<file path="src/verilog/memPkg.sv">
`default_nettype none

package memPkg;

    localparam int addrW = 32;
    localparam int wordW = 32;
    localparam int byteW = 8;
    // RAM decodes only the low address bits
    localparam int ramAddrW = 12;

    typedef enum logic [1:0] {
        sizeByte,
        sizeHalf,
        sizeWord
    } accSize;

    // byte sequencer position
    typedef enum logic [2:0] {
        stageZero,
        stageOne,
        stageTwo,
        stageThree,
        stageFour
    } stageT;

    typedef enum logic [1:0] {
        ownerIdle,
        ownerFetch,
        ownerData
    } ownerT;

    function automatic logic [2:0] accBytes(accSize size);
        case (size)
            sizeByte: return 3'd1;
            sizeHalf: return 3'd2;
            default:  return 3'd4;
        endcase
    endfunction

endpackage

`default_nettype wire
</file>
<file path="src/verilog/memIfs.sv">
`timescale 1ns/1ps
`default_nettype none


// load/store port, rdata is raw little-endian bytes
interface dataIf;
    import memPkg::*;

    logic             req;
    logic             store;
    accSize           size;
    logic [addrW-1:0] addr;
    logic [wordW-1:0] wdata;
    logic             done;
    logic [wordW-1:0] rdata;

    modport requester (
        output req, store, size, addr, wdata,
        input  done, rdata
    );

    modport ctrl (
        input  req, store, size, addr, wdata,
        output done, rdata
    );
endinterface

`default_nettype wire

</file>
<file path="src/verilog/loadStore.sv">
`timescale 1ns/1ps
`default_nettype none

module loadStore (
    input  logic                     clk,
    input  logic                     rst,
    input  logic                     lsReq,
    input  logic                     lsStore,
    input  memPkg::accSize           lsSize,
    input  logic                     lsUnsigned,
    input  logic [memPkg::addrW-1:0] lsAddr,
    input  logic [memPkg::wordW-1:0] lsWrData,
    output logic                     lsDone,
    output logic [memPkg::wordW-1:0] lsResult,
    dataIf.requester                 data
);
    import memPkg::*;

    logic             busy;
    logic             cmdStore;
    accSize           cmdSize;
    logic             cmdUnsigned;
    logic [addrW-1:0] cmdAddr;
    logic [wordW-1:0] cmdWrData;
    logic             byteSign;
    logic             halfSign;

    always_ff @(posedge clk) begin
        if (rst) begin
            busy <= 1'b0;
        end else if (data.done) begin
            busy <= 1'b0;
        end else if (lsReq) begin
            busy <= 1'b1;
        end
    end

    always_ff @(posedge clk) begin
        if (lsReq && !busy) begin
            cmdStore    <= lsStore;
            cmdSize     <= lsSize;
            cmdUnsigned <= lsUnsigned;
            cmdAddr     <= lsAddr;
            cmdWrData   <= lsWrData;
        end
    end

    assign data.req   = busy;
    assign data.store = cmdStore;
    assign data.size  = cmdSize;
    assign data.addr  = cmdAddr;
    assign data.wdata = cmdWrData;

    assign lsDone = data.done;

    assign byteSign = !cmdUnsigned && data.rdata[7];
    assign halfSign = !cmdUnsigned && data.rdata[15];

    // stores report zero
    always_comb begin
        lsResult = '0;
        if (!cmdStore) begin
            case (cmdSize)
                sizeByte: lsResult = {{(wordW-8){byteSign}}, data.rdata[7:0]};
                sizeHalf: lsResult = {{(wordW-16){halfSign}}, data.rdata[15:0]};
                default:  lsResult = data.rdata;
            endcase
        end
    end

endmodule

`default_nettype wire

</file>
<file path="src/flat_wrapper.sv">
// flat-port wrapper written by rule: the top's interface ports become plain ports
module loadStore_flat import memPkg::*;
  (clk, rst, lsReq, lsStore, lsSize, lsUnsigned, lsAddr, lsWrData, lsDone, lsResult, data_req, data_store, data_size, data_addr, data_wdata, data_done, data_rdata);
  dataIf data_i ();
  input  logic clk;
  input  logic rst;
  input  logic lsReq;
  input  logic lsStore;
  input  memPkg::accSize lsSize;
  input  logic lsUnsigned;
  input  logic [memPkg::addrW-1:0] lsAddr;
  input  logic [memPkg::wordW-1:0] lsWrData;
  output logic lsDone;
  output logic [memPkg::wordW-1:0] lsResult;
  output wire logic [$bits(data_i.req)-1:0] data_req;
  output wire logic [$bits(data_i.store)-1:0] data_store;
  output wire logic [$bits(data_i.size)-1:0] data_size;
  output wire logic [$bits(data_i.addr)-1:0] data_addr;
  output wire logic [$bits(data_i.wdata)-1:0] data_wdata;
  input wire logic [$bits(data_i.done)-1:0] data_done;
  input wire logic [$bits(data_i.rdata)-1:0] data_rdata;
  assign data_req = data_i.req;
  assign data_store = data_i.store;
  assign data_size = data_i.size;
  assign data_addr = data_i.addr;
  assign data_wdata = data_i.wdata;
  assign data_i.done = data_done;
  assign data_i.rdata = data_rdata;
  loadStore u_core (.clk(clk), .rst(rst), .lsReq(lsReq), .lsStore(lsStore), .lsSize(lsSize), .lsUnsigned(lsUnsigned), .lsAddr(lsAddr), .lsWrData(lsWrData), .lsDone(lsDone), .lsResult(lsResult), .data(data_i));
endmodule
</file>
<file path="config.mk">
export PLATFORM = sky130hd
export DESIGN_NAME = loadStore_flat
export DESIGN_NICKNAME = d
export VERILOG_FILES = /design/src/verilog/memPkg.sv /design/src/verilog/memIfs.sv /design/src/verilog/loadStore.sv /design/src/flat_wrapper.sv
export SDC_FILE = /design/constraint.sdc
export NUM_CORES = 1
export LEC_CHECK = 0
export BUFFER_PORTS_ARGS = -buffer_cell sky130_fd_sc_hd__buf_2
export CORE_MARGIN = 4
export CORE_UTILIZATION = 38
export DETAILED_ROUTE_END_ITERATION = 16
export PLACE_DENSITY = 0.79
export SLEW_MARGIN = 20
export SYNTH_ARGS = -nofsm -noshare
export SYNTH_HDL_FRONTEND = slang
export SYNTH_SLANG_ARGS = --single-unit
</file>
<file path="constraint.sdc">
create_clock -name clk -period 4.8 [get_ports clk]
set_input_delay 0.48 -clock clk [delete_from_list [all_inputs] [get_ports clk]]
set_output_delay 0.48 -clock clk [all_outputs]
set_load 0.005 [all_outputs]
</file>
=== After elaboration in Yosys (flattened, before gate mapping) ===
Index checks and enable logic that the tools add are counted.

* Equality and inequality tests: 1
* Reductions and logical operators: 7
* $lt $le $gt $ge: 0
* Add/subtract/negate cells: 0
* Bitwise logic cells: 0
* Mux-type cells: 2
* Shift-type cells: 0
* $mul: 0
* Divide/modulo/power cells: 0

{| class="wikitable"
|+ Operators by type and width
! operator !! count
|-
| one-hot mux 32 bit (2 select lines) || 1
|-
| 2-to-1 mux 32 bit || 1
|-
| logical AND 1 bit || 3
|-
| equality test 2 x 1 -> 1 bit (second input constant) || 1
|-
| logical NOT 1 bit || 2
|-
| logical NOT 2 bit || 1
|-
| OR reduction 2 bit || 1
|}

* Memories kept: 0
* RAM bits: 0
* Output and inout port bits: 101
* Latch bits: 0
* Bits in read-only memories: 0
* Word-level logic and storage cells: 16
* Register bits after elaboration: 69
* Input port bits: 104

=== Longest topological paths before layout ===
Gate-level depths: netlist of the first run.

* Depth in word-level cells: 4
* Mapped depth: 5
* Mapped depth without buffers: 2

=== Least setup slack after synthesis of the first run ===
Ideal clock, no wire load.

* Path kind: input port to flip-flop
* Start: input port lsReq
* End: register u_core.cmdUnsigned (enable)
* Path buffers: 0
* Required time: 4.297 ns
* Arrival: 3.465 ns
* Path slack: 0.832 ns
* Stages: 1
* Library setup time: 0.503 ns
* Cell sequence: nor2b_1

* Cells in the longest elaborated chain, start to end: 1

{| class="wikitable"
|+ RTL lines
! what !! RTL line !! source
|-
| from (decl) || flat_wrapper.sv:7 || <nowiki>input logic lsReq;</nowiki>
|-
| logical AND 1 bit || loadStore.sv:39 || <nowiki>if (lsReq && !busy) begin</nowiki>
|-
| to (signal assigned) || loadStore.sv:42 || <nowiki>cmdUnsigned <= lsUnsigned;</nowiki>
|-
| to (decl) || loadStore.sv:22 || <nowiki>logic cmdUnsigned;</nowiki>
|}

No other way between the ends.
A chain may end at the register's enable or synchronous reset.

=== Worst setup path after layout of the first run ===
* Start: register u_core.cmdStore (netlist: u_core.data.store)
* End: output port lsResult[24] (netlist name)

* Cells in the longest elaborated chain, start to end: 1

{| class="wikitable"
|+ RTL lines
! what !! RTL line !! source
|-
| from (decl) || loadStore.sv:20 || <nowiki>logic cmdStore;</nowiki>
|-
| from (signal assigned) || loadStore.sv:40 || <nowiki>cmdStore <= lsStore;</nowiki>
|-
| 2-to-1 mux 32 bit || loadStore.sv:62 || <nowiki>if (!cmdStore) begin</nowiki>
|-
| to (decl) || flat_wrapper.sv:14 || <nowiki>output logic [memPkg::wordW-1:0] lsResult;</nowiki>
|}

No other way between the ends.

==> results.ini, run 1 <==
[flow_run]
max_cap_viol_count = 0

[cts]
post_cts_buffers = 0
ctsHtreeMaxLevel = 3
clk_latency_ps = 330
numCtsBuffers = 9
clock-sinks = 69
cts_resized = 0
cts_hold_buf = 0
root_buffer = clkbuf_8
cts.path.max_buffers = 2
cts_tree = built
clkSlewWorstSetupHoldPaths_ps = 70

[global_route]
grt_max_degree = 46
grt_pass1_vias = 1854
antenna_found_initial = 2
track_usage = 0.173
grt_overflow = 0
grt_pass1_wl_microns = 9670

[timing]
drv_slew = 0
fmax_mhz = 367
slew_headroom = 0.316
fin_crit_sh = 0.568
hold_viol = 0
whs_ps = 317
rsz0062_at_grt = false
worst_pin_slew_ps = 1020
setup_violations = 0
min_period_ps = 2730
tns_ps = 0
fin_skew_ps = 5.47

[drt]
via_per_inst = 4.56
drc = 0
drtIter0Drc = 50
vias = 1886
wl_microns = 7250
wl_per_cell_microns = 17.5
drt_pass1_iterations = 4
drtAntennaViolNets = 0

[min_path]
worstHoldPathType = input pin to register
holdCritStartpoint = lsWrData[31]

[placement]
dp_cells = 398
dp_hpwl_microns = 5760
gp_congestion = 0.747
placed_cell_area_sq_um = 3550
portBuffers = 204

[floorplanning]
start_util = 0.392
num_rows = 29
die_area_sq_um = 7910
fp.dieW_microns = 88.9
die_h_microns = 88.9
ios = 205
core_area_sq_um = 6350

[setup_path]
r2r_end = u_core.data.wdata[5]
crit_path_end = lsResult[24]
cp.required_ps = 4320
critical_path_class = register to output pin
crit_fanout = 19
rrSetupSlack_ps = 3010
reg2reg_depth = 3
crit_arrival_ps = 2250
reg2reg_from = u_core.data.req
start_kind = register
crit_path_end_kind = output pin
cp-startpoint = u_core.data.store

[power]
power_frac_clock = 0.301
ir_drop_mv = 0.275
powerDensity_nw_per_um2 = 331
p_seq_frac = 0.583
p_leak_nw = 1.68
power_frac_comb = 0.117
netSwitchingFraction = 0.222
power.switching_w = 0.000273
internal_power_w = 0.000959

[finish]
final_cell_mix = buf_2, edfxtp_1, o2bb2ai_1
drive_above_1_share = 0.674
finalNetCount = 437
final_common_cell = buf_2
stdcell_area_sq_um = 3720
fin_util = 0.587
syn_to_final_growth_pct = 49.7
fin_cells = 414
antenna_cells = 0

[synth]
ys_ff_latch = 69
yosys_warnings = 0
synth_nets = 230
synth_compound_area_frac = 0.101
synth_top_family_by_area = compound AO/OA/AOI/OAI gates
synthAdderAreaFrac = 0
muxShareOfSynthArea = 0.00402
yosysSeqAreaShare = 0.829
syn_inst = 126
synth_area_sq_um = 2490
ys_types = 16
synth_xor_xnor_area_share = 0
synth_simple_gate_area_share = 0.0367
avgSynthCellArea_sq_um = 19.8

[run_status]
status = completed

==> metal layers <==
layer	track usage	vias up	part of all wire
met5	0	-	0.0034
li1	-	908	-
met2	0.302	115	0.53
met4	0.0824	4	0.024
met3	0.111	17	0.15
met1	0.153	842	0.30
==> worst min path at each step <==
stage | endpoint | slack, ps | depth (start not counted)
6_report | u_core.data.wdata[31] | 320 | 1
5_1_grt | u_core.data.addr[21] | 300 | 1
4_1_cts | u_core.data.wdata[26] | 300 | 1
2_1_floorplan | u_core.data.req | 490 | 2
3_5_place_dp | u_core.data.req | 600 | 2
3_3_place_gp | u_core.data.req | 530 | 2
==> final cells by class <==
type                    count  area (sq um)
clock buffers              11           131
clock inverters             4          16.3
fillers                   480          2630
multi-input cells          47           363
flip-flops and latches     69          2060
well taps                  77          96.3
repair buffers            206          1060
==> critical path: stages, from the launching register on <==
cell       delay, ps
edfxtp_1         680
nor2b_1          900
o2bb2ai_1        200
buf_2            140
==> power by group through the flow <==
stage	Clock [W]	Combinational (W)	Sequential, W
6_report	0.000371	0.000144	0.000717
3_3_place_gp	0	0.000138	0.000729
5_1_grt	0.000404	0.000158	0.000721
2_1_floorplan	0	0.0000438	0.000735
3_5_place_dp	0	0.000141	0.000731
4_1_cts	0.000380	0.000141	0.000718
==> metrics by stage <==
step,total power (W),setup WS [ps]
floorplan,0.000779,832
finish,0.00123,2070
CTS,0.00124,2020
global placement,0.000867,2490
global route,0.00128,1860
detailed placement,0.000872,2360
==> state kept, by name, summed over array words and instances, names as in the netlist <==
name                cells
u_core.data.size        2
u_core.data.store       1
u_core.cmdUnsigned      1
u_core.data.req         1
u_core.data.addr       32
u_core.data.wdata      32
==> cells in the mapped netlist <==
library cell  instances  area [sq um]
nor2b_1              10          62.6
clkbuf_2              1          5.00
buf_2                 2          10.0
buf_6                 4          45.0
a21oi_2               8          70.1
or3_1                 1          6.26
o21ai_0               8          40.0
clkbuf_1              2          7.51
edfxtp_1             68          2040
dfxtp_1               1          20.0
nor2_1                1          3.75
o2bb2ai_1            16           140
buf_4                 1          7.51
mux2i_1               1          10.0
or4b_4                1          13.8
nor3_1                1          5.00
==> logic make-up after synthesis <==
kind of cell / count (synthesis)
buf+inv: 10
simple gates: 14
compound gates: 32
flops: 69
mux: 1
(Power assumes the default switching activity.)
==> run 2: changes to the inputs <==
--- a/config.mk
+++ b/config.mk
@@ -7,9 +7,9 @@
 export LEC_CHECK = 0
 export BUFFER_PORTS_ARGS = -buffer_cell sky130_fd_sc_hd__buf_2
 export CORE_MARGIN = 4
-export CORE_UTILIZATION = 38
+export CORE_UTILIZATION = 35
 export DETAILED_ROUTE_END_ITERATION = 16
-export PLACE_DENSITY = 0.79
+export PLACE_DENSITY = 0.77
 export SLEW_MARGIN = 20
 export SYNTH_ARGS = -nofsm -noshare
 export SYNTH_HDL_FRONTEND = slang
==> constraint.sdc (replaced) <==
create_clock -name clk -period 2.5 [get_ports clk]
set_input_delay 0.25 -clock clk [delete_from_list [all_inputs] [get_ports clk]]
set_output_delay 0.25 -clock clk [all_outputs]
set_load 0.005 [all_outputs]
==> run 2 against run 1 <==
First-iteration DRC count up 24%. Highest routed layer is now met4. Register-to-register slack worse by 1900 ps. Clock power up 110%. Design area up 1.1%. Critical path type unchanged.
==> results.ini, run 2 (same netlist as run 1, synthesis figures left out) <==
[global_route]
grt_max_degree = 48  ; was 46
antenna_found_initial = 0  ; was 2
track_usage = 0.161  ; was 0.173
grt_overflow = 0  ; unchanged
grt_pass1_vias = 2022  ; was 1854
grt_pass1_wl_microns = 10300  ; was 9670 microns

[timing]
fmax_mhz = 442
slew_headroom = 0.358  ; was 0.316
min_period_ps = 2260
fin_crit_sh = 0.906
setup_violations = 0  ; unchanged
drv_slew = 0  ; unchanged
hold_viol = 0  ; unchanged
rsz0062_at_grt = false  ; unchanged
tns_ps = 0  ; unchanged
layout_setup_ws_ps = 236  ; was 2070 ps
fin_skew_ps = 8.32  ; was 5.47 ps
worst_pin_slew_ps = 960  ; was 1020 ps
whs_ps = 72.0  ; was 317 ps

[setup_path]
reg2reg_depth = 2  ; was 3
cp_num_buf_inv = 2  ; was 1
crit_family = simple AND/OR/NAND/NOR gates  ; unchanged
crit_arrival_ps = 2010  ; was 2250 ps
rrSetupSlack_ps = 1110  ; was 3010 ps
crit_fanout = 18  ; was 19
r2r_end = u_core.data.wdata[17]  ; was u_core.data.wdata[5]
reg2reg_from = u_core.data.req  ; unchanged
start_kind = register  ; unchanged
cp.required_ps = 2250  ; was 4320 ps
crit_path_end_kind = output pin  ; unchanged
cpPeakStageDelay_ps = 760  ; was 900 ps
slowest_stage = nor2b_1  ; unchanged
cp_cell_sequence = buf_4 -> nor2b_1 -> o2bb2ai_1 -> buf_2  ; was nor2b_1 -> o2bb2ai_1 -> buf_2
critical_path_class = register to output pin  ; unchanged

[cts]
cts.path.max_buffers = 2  ; unchanged
cts_hold_buf = 0  ; unchanged
clk_latency_ps = 330  ; about the same
cts_tree = built  ; unchanged
numCtsBuffers = 9  ; unchanged
clkSlewWorstSetupHoldPaths_ps = 80  ; was 70 ps
cts_resized = 0  ; unchanged
ctsHtreeMaxLevel = 3  ; unchanged
clock-sinks = 69  ; unchanged
root_buffer = clkbuf_8  ; unchanged
post_cts_buffers = 0  ; unchanged

[floorplanning]
start_util = 0.362  ; was 0.392
die_h_microns = 92.3  ; was 88.9 microns
num_rows = 30  ; was 29
die_area_sq_um = 8520  ; was 7910 sq um
core_area_sq_um = 6870  ; was 6350 sq um
fp.dieW_microns = 92.3  ; was 88.9 microns
ios = 205  ; unchanged

[finish]
antenna_cells = 0  ; unchanged
final_common_cell = buf_2  ; unchanged
final_cell_mix = buf_2, edfxtp_1, o2bb2ai_1  ; unchanged
syn_to_final_growth_pct = 51.3  ; was 49.7%
finalNetCount = 439  ; was 437
drive_above_1_share = 0.685  ; was 0.674
stdcell_area_sq_um = 3770  ; was 3720 sq um

[placement]
gp_congestion = 0.749  ; was 0.747
placed_cell_area_sq_um = 3590  ; was 3550 sq um
dp_hpwl_microns = 5460  ; was 5760 microns
pre_cts_ws_ps = 550  ; was 2360 ps
portBuffers = 204  ; unchanged

[run_status]
status = completed  ; unchanged

[drt]
vias = 1919  ; was 1886
drc = 0  ; unchanged
via_per_inst = 4.40  ; was 4.56
drtAntennaViolNets = 0  ; unchanged
wl_microns = 6800  ; was 7250 microns
drtIter0Drc = 62  ; was 50
wl_per_cell_microns = 15.6  ; was 17.5 microns
drt_pass1_iterations = 4  ; unchanged

[min_path]
hold_depth = 2  ; was 1
worstHoldEndpoint = u_core.data.req  ; was u_core.data.wdata[31]
holdCritStartpoint = rst  ; was lsWrData[31]
worstHoldPathType = input pin to register  ; unchanged

[flow_run]
max_cap_viol_count = 0  ; unchanged

[power]
powerDensity_nw_per_um2 = 648  ; was 331 nW/um^2
p_leak_nw = 1.70  ; was 1.68 nW
ir_drop_mv = 0.538  ; was 0.275 mV

[run 2: cell types whose count changed in the layout (fill, tap and decap cells not counted), sizes merged]
cell      before  now
buf          206  208
clkinv         4    2
clkinvlp       0    2
inv            0    2
clkbuf        11   10
[run 2: worst register-to-register path, delay by kind of cell (launching register included)]
kind                   cells  cell delay (ps)
flip-flops                 1              350
AND/OR/NAND/NOR            1              160
buffers and inverters      1              490
[run 2: power by group]
part | switching [W] | internal [W] | leakage (nW)
sequential | 0.0000201 | 0.00135 | 0.666
combinational | 0.000132 | 0.000143 | 0.946
clock | 0.000427 | 0.000367 | 0.0833
total | 0.000579 | 0.00186 | 1.70
[run 2: cell type report]
cell class	count	area, sq um
Fill cell	594	3100
Sequential cell	69	2060
Timing Repair Buffer	208	1050
Multi-Input combinational cell	47	359
Clock buffer	10	128
Tap cell	96	120
Clock inverter	6	46.3
[run 2: per-stage QoR]
| step | power [W] | utilization | instances |
|---|---|---|---|
| after floorplan | 0.00149 | - | 126 |
| after global placement | 0.00167 | 0.523 | 420 |
| after detailed placement | 0.00168 | 0.523 | 420 |
| after CTS | 0.00247 | 0.548 | 436 |
| after global routing | 0.00257 | 0.548 | 436 |
| final | 0.00244 | 0.548 | 436 |
[run 2: worst max-delay path by stage]
stage,depth (start not counted),slack (ps),endpoint,start
4_1_cts,4,190,lsResult[23],u_core.data.store
2_1_floorplan,1,720,u_core.cmdUnsigned,u_core.data.req
3_5_place_dp,4,550,lsResult[23],u_core.data.store
3_3_place_gp,4,680,lsResult[19],u_core.data.store
5_1_grt,4,20,lsResult[23],u_core.data.store
6_report,4,240,lsResult[23],u_core.data.store
[run 2: per-layer routing]
metal	wire [microns]	track usage	vias up
met5	0	0	-
met4	70	0.0483	0
met3	1290	0.123	5
met2	3520	0.288	141
met1	1920	0.135	861
li1	-	-	912
==> run 3: changes to the inputs <==
--- a/config.mk
+++ b/config.mk
@@ -5,11 +5,11 @@
 export SDC_FILE = /design/constraint.sdc
 export NUM_CORES = 1
 export LEC_CHECK = 0
-export BUFFER_PORTS_ARGS = -buffer_cell sky130_fd_sc_hd__buf_2
-export CORE_MARGIN = 4
-export CORE_UTILIZATION = 35
+export CORE_AREA = 4 4 77 79
 export DETAILED_ROUTE_END_ITERATION = 16
-export PLACE_DENSITY = 0.77
+export DIE_AREA = 0 0 81 83
+export DONT_BUFFER_PORTS = 1
+export PLACE_DENSITY = 0.63
 export SLEW_MARGIN = 20
 export SYNTH_ARGS = -nofsm -noshare
 export SYNTH_HDL_FRONTEND = slang
==> run 3 against run 2 <==
Utilization is 9.4 points higher. Final cell count is 36% lower. Clock skew is 2.6 ps lower. Clock-buffer cell count is 1 lower. Flip-flop and latch count stayed put. Sequential power hardly changed. Register-to-register slack better by 30 ps. First-iteration DRC count is 55% lower. Critical path depth is 2 lower. Non-clock buffer count is 133 lower.
==> results.ini, run 3 (same netlist as run 1, synthesis figures left out) <==
[power]
p_leak_nw = 1.16  ; was 1.70 nW
internal_power_w = 0.00190  ; was 0.00186 W
power_frac_comb = 0.078  ; was 0.113
power.switching_w = 0.000495  ; was 0.000579 W
powerDensity_nw_per_um2 = 699  ; was 648 nW/um^2
power_frac_clock = 0.338  ; was 0.325
netSwitchingFraction = 0.206  ; was 0.237
ir_drop_mv = 0.433  ; was 0.538 mV
p_seq_frac = 0.584  ; was 0.562

[drt]
vias = 1434  ; was 1919
drc = 0  ; unchanged
drt_pass1_iterations = 4  ; unchanged
wl_microns = 6270  ; was 6800 microns
drtAntennaViolNets = 0  ; unchanged
wl_per_cell_microns = 22.6  ; was 15.6 microns
via_per_inst = 5.18  ; was 4.40
drtIter0Drc = 28  ; was 62

[global_route]
grt_overflow = 0  ; unchanged
grt_pass1_wl_microns = 7100  ; was 10300 microns
track_usage = 0.152  ; was 0.161
antenna_found_initial = 0  ; unchanged
grt_pass1_vias = 1240  ; was 2022
grt_max_degree = 47  ; was 48

[floorplanning]
num_rows = 27  ; was 30
die_area_sq_um = 6720  ; was 8520 sq um
die_h_microns = 83  ; was 92.3 microns
fp.dieW_microns = 81  ; was 92.3 microns
start_util = 0.466  ; was 0.362
core_area_sq_um = 5340  ; was 6870 sq um
ios = 205  ; unchanged

[cts]
root_buffer = clkbuf_8  ; unchanged
cts_resized = 0  ; unchanged
numCtsBuffers = 9  ; unchanged
ctsHtreeMaxLevel = 3  ; unchanged
cts_tree = built  ; unchanged
clk_latency_ps = 320  ; was 330 ps
clock-sinks = 69  ; unchanged
cts.path.max_buffers = 2  ; unchanged
clkSlewWorstSetupHoldPaths_ps = 60  ; was 80 ps

[setup_path]
crit_arrival_ps = 1750  ; was 2010 ps
cp.required_ps = 2250  ; about the same
cp_num_buf_inv = 0  ; was 2
start_kind = register  ; unchanged
cpPeakStageDelay_ps = 630  ; was 760 ps
critical_path_class = register to output pin  ; unchanged
crit_fanout = 16  ; was 18
crit_path_end_kind = output pin  ; unchanged
slowest_stage = or3_1  ; was nor2b_1
cp_cell_sequence = or3_1 -> o2bb2ai_1  ; was buf_4 -> nor2b_1 -> o2bb2ai_1 -> buf_2
crit_family = simple AND/OR/NAND/NOR gates  ; unchanged

[placement]
gp_congestion = 0.619  ; was 0.749
dp_hpwl_microns = 4130  ; was 5460 microns
dp_cells = 193  ; was 420
placed_cell_area_sq_um = 2550  ; was 3590 sq um
portBuffers = 0  ; was 204

[flow_run]
max_cap_viol_count = 0  ; unchanged

[timing]
fin_crit_sh = 0.802  ; was 0.906
fmax_mhz = 499  ; was 442 MHz
slew_headroom = 0.624  ; was 0.358
worst_pin_slew_ps = 563  ; was 960 ps
fin_skew_ps = 5.74  ; was 8.32 ps
drv_slew = 0  ; unchanged
hold_viol = 0  ; unchanged
rsz0062_at_grt = false  ; unchanged
tns_ps = 0  ; unchanged
setup_violations = 0  ; unchanged
min_period_ps = 2000  ; was 2260 ps

[finish]
stdcell_area_sq_um = 3430  ; was 3770 sq um
final_cell_mix = dlygate4sd3_1, edfxtp_1, o2bb2ai_1  ; was buf_2, edfxtp_1, o2bb2ai_1
finalNetCount = 306  ; was 439
final_common_cell = dlygate4sd3_1  ; was buf_2
fin_cells = 277  ; was 436
drive_above_1_share = 0.132  ; was 0.685
antenna_cells = 0  ; unchanged
syn_to_final_growth_pct = 37.7  ; was 51.3%

[run_status]
status = completed  ; unchanged

[min_path]
worstHoldPathType = input pin to register  ; unchanged

==> run 3: final timing paths <==
kind / start / endpoint / slack (ps) / cells after the start
worst max register to register: u_core.data.req / u_core.data.wdata[16] / 1140 / 2
worst min-delay path: lsReq / u_core.data.wdata[29] / 450 / 2
worst max-delay path: u_core.data.size[1] / lsResult[23] / 500 / 2
worst min register to register: u_core.data.req / u_core.data.wdata[29] / 900 / 2
==> run 3: worst register-to-register path, cell delays in order (launching register included) <==
cell and delay, ps:
dfxtp_1 360, nor2b_4 130, buf_4 470
==> run 3: final cells by class <==
class                           instances  area [sq um]
Tap cell                               72          90.1
Fill cell                             364          1910
Sequential cell                        69          2060
Multi-Input combinational cell         47           359
Clock inverter                          5          53.8
Clock buffer                            9           124
Timing Repair Buffer                   75           738
==> run 3: repair_timing <==
item / CTS / global route
hold endpoints to repair: 1 / 68
hold buffers: 2 / 68
buffers inserted: 0 / 0
==> run 3: power groups by stage <==
stage | sequential [W] | combinational, W | clock [W]
after floorplan | 0.00141 | 0.0000852 | 0
after global placement | 0.00142 | 0.0000944 | 0
after detailed placement | 0.00142 | 0.0000975 | 0
after CTS | 0.00140 | 0.0000998 | 0.000821
after global routing | 0.00141 | 0.000204 | 0.000891
final | 0.00140 | 0.000187 | 0.000810
==> run 3: routing by layer <==
layer / global-route usage / vias to the layer above / wire length, microns
met1: 0.112 / 663 / 1770
met4: 0.0553 / 0 / 47
li1: - / 645 / -
met5: 0 / - / 0
met2: 0.267 / 121 / 3500
met3: 0.129 / 5 / 957
==> run 3: stage by stage <==
stage / hold WS, ps / setup WS [ps] / util / power (W)
final: 451 / 495 / 0.642 / 0.00240
after global routing: 436 / 355 / 0.642 / 0.00250
after CTS: 0.180 / 473 / 0.515 / 0.00232
after detailed placement: 329 / 827 / 0.477 / 0.00152
after global placement: 329 / 868 / 0.477 / 0.00152
after floorplan: 327 / 716 / - / 0.00149
